[config.mk]
export PLATFORM = sky130hd
export DESIGN_NAME = prefetch_fifo
export DESIGN_NICKNAME = d
export VERILOG_FILES = /design/src/prefetch_fifo_pkg.sv /design/src/fifo_sdpram.sv /design/src/fifo_ptr_ctrl.sv /design/src/prefetch_out_stage.sv /design/src/prefetch_fifo.sv
export VERILOG_INCLUDE_DIRS = /design/src
export SDC_FILE = /design/constraint.sdc
export NUM_CORES = 1
export LEC_CHECK = 0
export BUFFER_PORTS_ARGS = -buffer_cell sky130_fd_sc_hd__buf_2
export CAP_MARGIN = 0
export CORE_ASPECT_RATIO = 2
export CORE_MARGIN = 5
export CORE_UTILIZATION = 49
export DETAILED_ROUTE_END_ITERATION = 12
export PLACE_DENSITY = 0.72
export SYNTH_ARGS = -nofsm -noshare
export SYNTH_HDL_FRONTEND = slang
export SYNTH_SLANG_ARGS = --single-unit
[constraint.sdc]
create_clock -name rd_clk -period 2.6 [get_ports rd_clk]
set_input_delay 0 -clock rd_clk [delete_from_list [all_inputs] [get_ports rd_clk]]
set_output_delay 0 -clock rd_clk [all_outputs]
set_load 0.01 [all_outputs]
[src/prefetch_fifo_macros.svh]
// prefetch FIFO width macros
// address and data widths plus the derived RAM depth
// outside capacity is RAM depth plus the two output registers

`ifndef PREFETCH_FIFO_MACROS_SVH
`define PREFETCH_FIFO_MACROS_SVH

////////////////////////////////////////////////////////////
// sizing
////////////////////////////////////////////////////////////

`define PF_ADDR_W 4                        // ram address bits
`define PF_DATA_W 16                       // word width

// derived, keep in step with PF_ADDR_W
`define PF_DEPTH  (1 << `PF_ADDR_W)        // ram words

`endif

[src/prefetch_fifo_pkg.sv]
// prefetch FIFO shared types
// address and data words, output register occupancy and the
// per-cycle operation of the output stage

`default_nettype none

`include "prefetch_fifo_macros.svh"

package prefetch_fifo_pkg;

  typedef logic [`PF_ADDR_W-1:0] pf_addr_t;   // ram address
  typedef logic [`PF_DATA_W-1:0] pf_data_t;   // one data word

  typedef enum logic [1:0] {
    SLOT_NONE = 2'd0,                         // output empty
    SLOT_ONE  = 2'd1,                         // head only
    SLOT_TWO  = 2'd2                          // head and tail
  } pf_slot_e;

  // decoded from {land, pop}
  typedef enum logic [1:0] {
    OP_HOLD  = 2'd0,                          // nothing moves
    OP_FILL  = 2'd1,                          // land only
    OP_DRAIN = 2'd2,                          // pop only
    OP_PASS  = 2'd3                           // land and pop
  } pf_stage_op_e;

endpackage

`default_nettype wire

[src/fifo_sdpram.sv]
// simple dual-port RAM for the prefetch FIFO
// one write port, one read port with a registered output
// read register only loads while rd_clk_en is high, so the
// last word read stays on rd_data between fetches

`default_nettype none

`include "prefetch_fifo_macros.svh"

module fifo_sdpram (
  input  wire                           rd_clk,      // single clock
  input  wire                           wr_en,       // gated write strobe
  input  wire prefetch_fifo_pkg::pf_addr_t wr_addr,  // from ptr ctrl
  input  wire prefetch_fifo_pkg::pf_data_t wr_data,
  input  wire                           rd_clk_en,   // fetch strobe
  input  wire prefetch_fifo_pkg::pf_addr_t rd_addr,  // from ptr ctrl
  output prefetch_fifo_pkg::pf_data_t   rd_data      // valid cycle after fetch
);

  import prefetch_fifo_pkg::*;

  ////////////////////////////////////////////////////////////
  // storage
  ////////////////////////////////////////////////////////////

  pf_data_t mem [`PF_DEPTH];                        // word array

  always_ff @(posedge rd_clk)
  begin
    if (wr_en)
    begin
      mem[wr_addr] <= wr_data;                      // write port
    end
  end

  ////////////////////////////////////////////////////////////
  // read port
  ////////////////////////////////////////////////////////////

  // no collision possible, ptr ctrl never reads the slot being written
  always_ff @(posedge rd_clk)
  begin
    if (rd_clk_en)
    begin
      rd_data <= mem[rd_addr];                      // hold otherwise
    end
  end

endmodule

`default_nettype wire

[src/fifo_ptr_ctrl.sv]
// pointer and flag controller for the prefetch FIFO RAM
// keeps write and read pointers plus a word count one bit wider
// than the address; full and empty are registered from the
// next count so they settle in the cycle after the update

`default_nettype none

`include "prefetch_fifo_macros.svh"

module fifo_ptr_ctrl (
  input  wire                            rd_clk,
  input  wire                            rd_rst,    // async, active high
  input  wire                            wr_push,   // write accepted
  input  wire                            fetch,     // ram read issued
  output prefetch_fifo_pkg::pf_addr_t    wr_addr,
  output prefetch_fifo_pkg::pf_addr_t    rd_addr,
  output logic                           full,
  output logic                           empty
);

  import prefetch_fifo_pkg::*;

  localparam logic [`PF_ADDR_W:0] cnt_full = (`PF_ADDR_W+1)'(`PF_DEPTH);  // all words used

  logic [`PF_ADDR_W:0] count;                       // words in ram
  logic [`PF_ADDR_W:0] count_nxt;

  ////////////////////////////////////////////////////////////
  // pointers
  ////////////////////////////////////////////////////////////

  always_ff @(posedge rd_clk or posedge rd_rst)
  begin
    if (rd_rst)
    begin
      wr_addr <= '0;
      rd_addr <= '0;
    end
    else
    begin
      if (wr_push)
        wr_addr <= wr_addr + 1'b1;                  // wraps at depth
      if (fetch)
        rd_addr <= rd_addr + 1'b1;
    end
  end

  ////////////////////////////////////////////////////////////
  // count and flags
  ////////////////////////////////////////////////////////////

  always_comb
  begin
    case ({wr_push, fetch})
      2'b10:   count_nxt = count + 1'b1;            // write only
      2'b01:   count_nxt = count - 1'b1;            // fetch only
      default: count_nxt = count;                   // both or neither
    endcase
  end

  always_ff @(posedge rd_clk or posedge rd_rst)
  begin
    if (rd_rst)
    begin
      count <= '0;
      full  <= 1'b0;
      empty <= 1'b1;                                // nothing to fetch
    end
    else
    begin
      count <= count_nxt;
      full  <= (count_nxt == cnt_full);
      empty <= (count_nxt == '0);
    end
  end

  ////////////////////////////////////////////////////////////
  // checks
  ////////////////////////////////////////////////////////////

  // top gates wr_en with wr_vld, so a push never meets full
  a_no_push_full: assert property (@(posedge rd_clk) disable iff (rd_rst)
    !(wr_push && full));

  // output stage only fetches while words remain
  a_no_fetch_empty: assert property (@(posedge rd_clk) disable iff (rd_rst)
    !(fetch && empty));

endmodule

`default_nettype wire

[src/prefetch_out_stage.sv]
// prefetch output stage
// issues RAM reads ahead of the consumer, tracks the word sitting
// in the RAM read register and keeps up to two words in a small
// register FIFO so rd_data falls through without a read bubble
// head register drives rd_data directly

`default_nettype none

`include "prefetch_fifo_macros.svh"

module prefetch_out_stage (
  input  wire                            rd_clk,
  input  wire                            rd_rst,       // async, active high
  input  wire                            empty,        // ram holds no words
  input  wire prefetch_fifo_pkg::pf_data_t ram_rd_data, // ram read register
  input  wire                            rd_en,        // consumer take
  output logic                           fetch,        // ram read request
  output prefetch_fifo_pkg::pf_data_t    rd_data,      // head word
  output logic                           rd_vld        // head word present
);

  import prefetch_fifo_pkg::*;

  pf_slot_e     slot;                               // register fifo fill
  pf_slot_e     slot_nxt;
  pf_stage_op_e op;                                 // this cycle's move
  logic         in_flight;                          // word in ram read reg
  logic         land;                               // word enters stage
  logic         pop;                                // consumer takes head
  logic         room;                               // occupancy plus in-flight < 2
  pf_data_t     tail;                               // second word

  ////////////////////////////////////////////////////////////
  // fetch issue
  ////////////////////////////////////////////////////////////

  assign rd_vld = (slot != SLOT_NONE);
  assign pop    = rd_vld & rd_en;
  assign land   = in_flight;                        // one cycle after fetch
  assign room   = (slot == SLOT_NONE) || (slot == SLOT_ONE && !in_flight);
  assign fetch  = !empty && (room || pop);

  always_ff @(posedge rd_clk or posedge rd_rst)
  begin
    if (rd_rst)
      in_flight <= 1'b0;
    else
      in_flight <= fetch;                           // ram data valid next cycle
  end

  ////////////////////////////////////////////////////////////
  // register fifo control
  ////////////////////////////////////////////////////////////

  always_comb
  begin
    case ({land, pop})
      2'b10:   op = OP_FILL;
      2'b01:   op = OP_DRAIN;
      2'b11:   op = OP_PASS;
      default: op = OP_HOLD;
    endcase
  end

  always_comb
  begin
    slot_nxt = slot;
    case (op)
      OP_FILL:  slot_nxt = (slot == SLOT_NONE) ? SLOT_ONE : SLOT_TWO;
      OP_DRAIN: slot_nxt = (slot == SLOT_TWO) ? SLOT_ONE : SLOT_NONE;
      default:  slot_nxt = slot;                    // pass keeps the count
    endcase
  end

  always_ff @(posedge rd_clk or posedge rd_rst)
  begin
    if (rd_rst)
      slot <= SLOT_NONE;
    else
      slot <= slot_nxt;
  end

  ////////////////////////////////////////////////////////////
  // payload
  ////////////////////////////////////////////////////////////

  always_ff @(posedge rd_clk)
  begin
    case (op)
      OP_FILL:
      begin
        if (slot == SLOT_NONE)
          rd_data <= ram_rd_data;                   // straight to head
        else
          tail <= ram_rd_data;                      // queue behind head
      end
      OP_DRAIN:
      begin
        if (slot == SLOT_TWO)
          rd_data <= tail;                          // tail moves up
      end
      OP_PASS:
      begin
        if (slot == SLOT_TWO)
        begin
          rd_data <= tail;
          tail    <= ram_rd_data;
        end
        else
        begin
          rd_data <= ram_rd_data;                   // replace popped head
        end
      end
      default:
      begin
        tail <= tail;                               // hold both
      end
    endcase
  end

  ////////////////////////////////////////////////////////////
  // checks
  ////////////////////////////////////////////////////////////

  // fetch throttling keeps a landing word from overrunning a full stage
  a_no_overrun: assert property (@(posedge rd_clk) disable iff (rd_rst)
    !(land && slot == SLOT_TWO && !pop));

  // an unread head word stays put until the consumer takes it
  a_hold_head: assert property (@(posedge rd_clk) disable iff (rd_rst)
    (rd_vld && !rd_en) |=> (rd_vld && $stable(rd_data)));

endmodule

`default_nettype wire

[src/prefetch_fifo.sv]
// prefetch FIFO top level
// single-clock FIFO with first-word-fall-through output
// pointer controller and dual-port RAM hold the bulk of the words,
// the output stage prefetches up to two of them ahead of rd_en
// wr_vld is not-full, rd_vld is data present

`default_nettype none

`include "prefetch_fifo_macros.svh"

module prefetch_fifo (
  input  wire                            rd_clk,
  input  wire                            rd_rst,    // async, active high
  input  wire prefetch_fifo_pkg::pf_data_t wr_data,
  input  wire                            wr_en,     // ignored while !wr_vld
  output logic                           wr_vld,    // room for a word
  output wire prefetch_fifo_pkg::pf_data_t rd_data,
  input  wire                            rd_en,     // take head word
  output wire                            rd_vld     // head word present
);

  import prefetch_fifo_pkg::*;

  pf_addr_t wr_addr;                                // ram write address
  pf_addr_t rd_addr;                                // ram read address
  pf_data_t ram_rd_data;                            // ram read register
  logic     wr_push;                                // accepted write
  logic     fetch;                                  // ram read strobe
  logic     full;
  logic     empty;

  ////////////////////////////////////////////////////////////
  // write gate
  ////////////////////////////////////////////////////////////

  assign wr_vld  = ~full;
  assign wr_push = wr_en & ~full;                   // drop writes when full

  ////////////////////////////////////////////////////////////
  // blocks
  ////////////////////////////////////////////////////////////

  fifo_ptr_ctrl u_ptr_ctrl (
    .rd_clk  (rd_clk),
    .rd_rst  (rd_rst),
    .wr_push (wr_push),
    .fetch   (fetch),
    .wr_addr (wr_addr),
    .rd_addr (rd_addr),
    .full    (full),
    .empty   (empty)
  );

  fifo_sdpram u_sdpram (
    .rd_clk    (rd_clk),
    .wr_en     (wr_push),
    .wr_addr   (wr_addr),
    .wr_data   (wr_data),
    .rd_clk_en (fetch),                             // read reg loads on fetch
    .rd_addr   (rd_addr),
    .rd_data   (ram_rd_data)
  );

  prefetch_out_stage u_out_stage (
    .rd_clk      (rd_clk),
    .rd_rst      (rd_rst),
    .empty       (empty),
    .ram_rd_data (ram_rd_data),
    .rd_en       (rd_en),
    .fetch       (fetch),
    .rd_data     (rd_data),
    .rd_vld      (rd_vld)
  );

endmodule

`default_nettype wire

==> results.py, run 1 <==
metrics = {
    "global_routing": {
        "grt_max_degree": 46,
        "grt_antenna_before_repair": 0,
        "grt_first_pass_wirelength_um": 36080,
        "grt_usage_pct": 16.91,
        "overflow": 0,
        "grt_pass1_vias": 6097,
    },
    "die": {
        "initial_core_util_pct": 49.70,
        "fp.dieH_um": 235.8,
        "fp.coreArea_mm2": 0.02514,
        "die_w_um": 122.9,
        "die-area_mm2": 0.02898,
        "ios": 38,
        "rows": 82,
    },
    "timing": {
        "setup_ws_ps": 132.6,
        "fmax_mhz": 405.3,
        "skew_ps": 13.26,
        "maxSlewHeadroom_pct": 46.84,
        "fin_hold_ws_ps": 113.0,
        "period_needed_ps": 2467,
        "finalSetupViolCount": 0,
        "min_period_over_period_pct": 94.90,
        "slew_viol_final": 0,
        "rsz0062_at_grt": "no",
        "tns_ps": 0,
        "hold_viol": 0,
        "tightest_slew_ps": 796.6,
    },
    "placed_design": {
        "dp_hpwl_um": 15460,
        "gp_congestion": 0.8015,
        "dp_cells": 932,
        "dpl_worst_slack_ps": 48.50,
        "dpl_cell_area_mm2": 0.01333,
        "portBuffers": 37,
    },
    "setup_path": {
        "critPathCaptureType": "flip-flop",
        "arrival_ps": 2890,
        "crit_chain": "a21oi_2 > o21ba_4 > ha_2 > fa_1 > nor3b_2 > o221ai_1 > or2_2 > o32ai_1",
        "worst-r2r-cell-count": 8,
        "cpPeakStageDelay_ps": 470,
        "r2r_end": "u_ptr_ctrl.full$_DFF_PP0_",
        "cp_num_cells": 8,
        "r2r-start": "u_out_stage.in_flight$_DFF_PP0_",
        "ff2ff_setup_slack_ps": 130,
        "cp_max_fo": 6,
        "worstPathRequired_ps": 3030,
        "cp_slowest_cell": "fa_1",
        "crit_end": "u_ptr_ctrl.full$_DFF_PP0_",
        "crit_path_start": "u_out_stage.in_flight$_DFF_PP0_",
        "worstSetupPathType": "flip-flop to flip-flop",
        "critical_path.top_delay_family": "compound AO/OA/AOI/OAI gates",
        "cp_num_buf_inv": 0,
        "critPathLaunchType": "flip-flop",
    },
    "logic_synthesis": {
        "synth_xor_xnor_area_share_pct": 0.7011,
        "yosysTopAreaCellShare_pct": 73.08,
        "synth_flop_cell": "edfxtp_1",
        "synthesis.nets": 580,
        "synth.cell_area_mm2": 0.01249,
        "yosys_warnings": 0,
        "synth_top_family_by_area": "multiplexers",
        "yosys.area_share.simple_pct": 2.143,
        "synth_cell_type_count": 41,
        "synth_area_leaders": "edfxtp_1 (73%), mux4_2 (12%), dfrtp_1 (3.4%), mux4_1 (2.7%), ha_1 (1.3%)",
        "synth-seq-cells": 322,
        "synth-compound-area-share_pct": 2.133,
        "synth-edff-count": 304,
        "async_flop_share_pct": 5.590,
        "syn_area_per_cell_um2": 22.88,
        "syn_inst": 546,
        "synth_area_leader_cell": "edfxtp_1",
        "yosys.area_share.adder_pct": 1.462,
        "muxShareOfSynthArea_pct": 15.08,
        "ys_seq_area_share_pct": 76.69,
    },
    "clock_network": {
        "clk-insertion-delay-late_ps": 530,
        "clk_path_buf_depth": 3,
        "cts_tree": "yes",
        "htree_levels": 1,
        "cts-buffers-inserted": 25,
        "cts_root_buf": "clkbuf_16",
        "clk_pin_slew_worst_paths_ps": 70,
        "postCtsSetupRepairBufs": 0,
        "numClockSinks": 322,
    },
    "power_and_ir_drop": {
        "combPwrFrac_pct": 30.7,
        "clkPwrFrac_pct": 23.0,
        "p_leak_nw": 4.819,
        "p_sw_mw": 4.564,
        "p_total_mw": 15.93,
        "p_int_mw": 11.37,
        "vdd.ir_drop.worst_v": 0.0004424,
        "switching_share_pct": 28.65,
        "powerDensity_mw_per_mm2": 1114,
        "seq_power_share_pct": 46.4,
    },
    "min_path": {
        "hold_class": "input port to flip-flop",
    },
    "layout": {
        "num_antenna_cells": 0,
        "fill_cells": 1786,
        "finalNetCount": 675,
        "finalNonFillerCells": 994,
        "final_area_mm2": 0.01430,
        "drive_gt1_share_pct": 29.33,
        "finalCoreUtilization_pct": 56.87,
        "syn_to_final_growth_pct": 14.44,
    },
    "routing": {
        "drt-total-wl_um": 23650,
        "via_per_inst": 5.662,
        "detail-route-antenna-nets": 0,
        "wl_per_cell_um": 23.79,
        "firstDrtPassIters": 5,
        "drt_iter0_drc": 371,
        "drc": 0,
        "vias": 5628,
    },
    "outcome": {
        "status": "finished clean",
    },
    "run": {
        "drv_cap": 0,
    },
}
-- cell usage after synthesis, types with 2 or more instances --
cell type  instances
edfxtp_1         304
mux4_2            67
and2_1            17
dfrtp_1           17
a22o_1            16
ha_1              13
mux4_1            13
inv_1             11
nand2_1           10
xnor2_1            9
a21oi_1            7
buf_2              7
clkbuf_1           6
buf_4              5
nor2_1             4
or2_2              4
buf_12             3
mux2_2             3
o21ai_0            3
and3_1             2
nand3_1            2
nand4_1            2
nor3_1             2
o32ai_1            2
-- power groups by stage --
stage | Combinational, mW | Sequential (mW) | Clock (mW)
2_1_floorplan | 3.47 | 7.40 | 0
6_report | 4.88 | 7.39 | 3.66
3_3_place_gp | 4.69 | 7.43 | 0
4_1_cts | 4.94 | 7.39 | 3.74
5_1_grt | 5.28 | 7.47 | 3.94
3_5_place_dp | 4.90 | 7.50 | 0
-- cells in the final DEF (no fill, tap or decap), drive strengths merged, types with 4 or more instances in the layout --
master / n
and2: 17
nand2: 10
mux4: 80
buf: 73
clkinv: 11
dlygate4sd3: 18
ha: 13
dfrtp: 17
nor2: 4
clkbuf: 28
edfxtp: 304
a22o: 16
xnor2: 9
a21oi: 7
or2: 4
inv: 13
-- sequential cells by signal, indices dropped and copies added, names as in the netlist, 2 cells and up --
name                 count
u_out_stage.rd_data     16
u_out_stage.slot         2
u_out_stage.tail        16
u_ptr_ctrl.count         5
u_ptr_ctrl.rd_addr       4
u_ptr_ctrl.wr_addr       4
u_sdpram.mem           256
u_sdpram.rd_data        16
-- area by class of cell --
cell class | count | area, µm² | area share [%]
clock buffer | 28 | 636.9 | 4.455
multi-input combinational | 190 | 2713 | 18.97
clock inverter | 16 | 138.9 | 0.9715
sequential | 322 | 9585 | 67.05
timing repair buffer | 91 | 760.7 | 5.321
inverter | 11 | 41.29 | 0.2888
tap | 336 | 420.4 | 2.941
-- worst register-to-register path, cell delays in order (launching register included) --
cell	delay [ps]
dfrtp_1	430
a21oi_2	180
o21ba_4	150
ha_2	240
fa_1	480
nor3b_2	200
o221ai_1	160
or2_2	320
o32ai_1	230
-- cell families (layout without fill, tap and decap cells) --
group,Yosys count,in the layout
xor gates and xnor gates,10,10
AOI/OAI and AO/OA,35,35
muxes,83,83
adders and majority gates,14,14
DFF,322,322
buffers and inverters,34,146
and+or+nand+nor,48,48
-- layer usage --
| metal | GRT usage (%) | part of all wire (%) |
|---|---|---|
| met5 | 0 | 0 |
| met4 | 7.036 | 4.0 |
| met3 | 1.990 | 3.7 |
| met2 | 32.02 | 58 |
| met1 | 18.58 | 34 |
-- what timing repair did --
| action | in CTS | in global routing |
|---|---|---|
| resized for setup | 0 | 4 |
| setup endpoints to repair | 0 | 2 |
| hold buffers | 18 | 0 |
| endpoints found under the hold margin | 274 | 0 |
-- worst min-delay path by stage --
stage	from	endpoint	slack [ps]	depth (start not counted)
after floorplan	rd_rst	u_out_stage.in_flight$_DFF_PP0_	-60	1
after detailed placement	rd_rst	u_ptr_ctrl.count[0]$_DFF_PP0_	190	2
after global routing	rd_en	u_out_stage.in_flight$_DFF_PP0_	120	3
final	rd_en	u_out_stage.in_flight$_DFF_PP0_	110	3
after CTS	rd_en	u_out_stage.in_flight$_DFF_PP0_	100	3
after global placement	rd_rst	u_ptr_ctrl.count[0]$_DFF_PP0_	170	2
(Power assumes the default switching activity.)
==> inputs of run 2 (changes only) <==
--- a/config.mk
+++ b/config.mk
@@ -9,7 +9,7 @@
 export BUFFER_PORTS_ARGS = -buffer_cell sky130_fd_sc_hd__buf_2
 export CAP_MARGIN = 0
 export CORE_ASPECT_RATIO = 2
-export CORE_MARGIN = 5
+export CORE_MARGIN = 3
 export CORE_UTILIZATION = 49
 export DETAILED_ROUTE_END_ITERATION = 12
 export PLACE_DENSITY = 0.72
==> results.py, run 2 (synthesis results as in run 1) <==
metrics = {
    "outcome": {
        "status": "finished clean",
    },
    "layout": {
        "syn_to_final_growth_pct": 14.31,
        "ff_latch_area_mm2": 0.009585,
        "largest_reg_flops": 256,
        "top_register": "u_sdpram.mem",
        "final_common_cell": "edfxtp_1",
        "drive_gt1_share_pct": 29.07,
        "finalNetCount": 673,
        "finalNonFillerCells": 993,
        "fill_cells": 1833,
        "layout_common_cells": "edfxtp_1 (304), mux4_2 (67), buf_2 (37)",
        "num_antenna_cells": 0,
        "multi_input_area_mm2": 0.002715,
    },
    "timing": {
        "tightest_slew_ps": 711.7,
        "setup_ws_ps": 193.6,
        "slew_viol_final": 0,
        "fmax_mhz": 415.6,
        "hold_viol": 0,
        "period_needed_ps": 2406,
        "tns_ps": 0,
        "skew_ps": 14.24,
        "min_period_over_period_pct": 92.55,
        "rsz0062_at_grt": "no",
        "maxSlewHeadroom_pct": 52.50,
        "finalSetupViolCount": 0,
    },
    "global_routing": {
        "grt_pass1_vias": 6137,
        "grt_usage_pct": 17.96,
        "grt_first_pass_wirelength_um": 36860,
        "grt_max_degree": 49,
        "overflow": 0,
        "grt_antenna_before_repair": 0,
    },
    "clock_network": {
        "cts_root_buf": "clkbuf_16",
        "clk_pin_slew_worst_paths_ps": 70,
        "clk_path_buf_depth": 3,
        "cts_tree": "yes",
        "clk-insertion-delay-late_ps": 550,
        "cts-buffers-inserted": 26,
        "postCtsSetupRepairBufs": 0,
        "numClockSinks": 322,
        "htree_levels": 1,
    },
    "routing": {
        "firstDrtPassIters": 4,
        "drc": 0,
        "vias": 5636,
        "via_per_inst": 5.676,
        "drt_iter0_drc": 491,
        "drt-total-wl_um": 24000,
        "detail-route-antenna-nets": 0,
        "wl_per_cell_um": 24.17,
    },
    "die": {
        "fp.dieH_um": 231.8,
        "rows": 82,
        "ios": 38,
        "fp.coreArea_mm2": 0.02503,
        "die_w_um": 118.9,
        "initial_core_util_pct": 49.90,
        "die-area_mm2": 0.02756,
    },
    "setup_path": {
        "critPathCaptureType": "flip-flop",
        "cp_num_buf_inv": 0,
        "cpPeakStageDelay_ps": 410,
        "crit_chain": "a21oi_1 > o21ba_4 > ha_4 > fa_1 > xnor2_1 > o221ai_1 > or2_2 > o32ai_1",
        "arrival_ps": 2850,
        "critPathLaunchType": "flip-flop",
        "worstSetupPathType": "flip-flop to flip-flop",
        "worstPathRequired_ps": 3040,
        "critical_path.top_delay_family": "compound AO/OA/AOI/OAI gates",
        "cp_max_fo": 6,
        "cp_slowest_cell": "dfrtp_1",
    },
    "power_and_ir_drop": {
        "vdd.ir_drop.worst_v": 0.0005197,
        "powerDensity_mw_per_mm2": 1137,
        "p_total_mw": 16.23,
        "p_leak_nw": 4.820,
    },
    "placed_design": {
        "dpl_worst_slack_ps": 22.18,
        "dp_hpwl_um": 14420,
        "portBuffers": 37,
        "gp_congestion": 0.7284,
        "dp_cells": 929,
    },
    "min_path": {
        "hold_class": "input port to flip-flop",
    },
    "run": {
        "drv_cap": 0,
    },
}
[run 2: worst min-delay path: stages]
cell     delay, ps
buf_2           90
and2_1         160
ha_1           160
nand2_1         50
o21ai_0         60
[run 2: metrics by stage]
stage	hold slack [ps]	utilization [%]	cell area, µm²
after CTS	14.75	56.98	14260
after floorplan	-62.16	-	12500
after detailed placement	147.0	52.84	13230
after global placement	127.1	52.84	13230
final	25.61	57.04	14280
after global routing	77.89	57.04	14280
[run 2: path summary, 6_finish.rpt]
kind	from	to	slack (ps)	cells past startpoint
setup / recovery	u_out_stage.in_flight$_DFF_PP0_	u_ptr_ctrl.full$_DFF_PP0_	190	8
hold / removal	rd_en	u_out_stage.slot[0]$_DFFE_PP0P_	30	5
setup reg to reg	u_out_stage.in_flight$_DFF_PP0_	u_ptr_ctrl.full$_DFF_PP0_	190	8
hold reg to reg	u_sdpram.rd_data[9]$_DFFE_PP_	u_out_stage.tail[9]$_DFFE_PP_	450	0
max in group asynchronous	rd_rst	u_ptr_ctrl.rd_addr[0]$_DFFE_PP0P_	1960	3
min in group asynchronous	rd_rst	u_ptr_ctrl.rd_addr[2]$_DFFE_PP0P_	110	3
[run 2: cell type report]
type,count,area share [%]
flip-flops and latches,322,67.13
inverters,11,0.2891
repair buffers,88,4.644
clock inverters,18,1.227
well taps,336,2.944
multi-input cells,190,19.01
clock buffers,28,4.758
[run 2: layer usage]
layer	vias up	global-route usage (%)	wire length, µm	part of all wire, %
li1	2461	-	-	-
met1	2934	20.88	8591	36
met2	186	33.29	13320	56
met3	55	2.145	1157	4.8
met4	0	7.762	926	3.9
met5	-	0	0	0
[run 2: where the power goes]
group          internal, mW  switching [mW]
Combinational          2.41            2.45
Clock                  2.19            1.75
Sequential             6.98           0.442
Total                  11.6            4.65
[run 2: repair_timing]
action,in CTS,in global routing
endpoints found under the setup margin,1,2
resized for setup,1,2
hold endpoints to repair,276,0
hold buffers,18,0
pin swaps,0,0
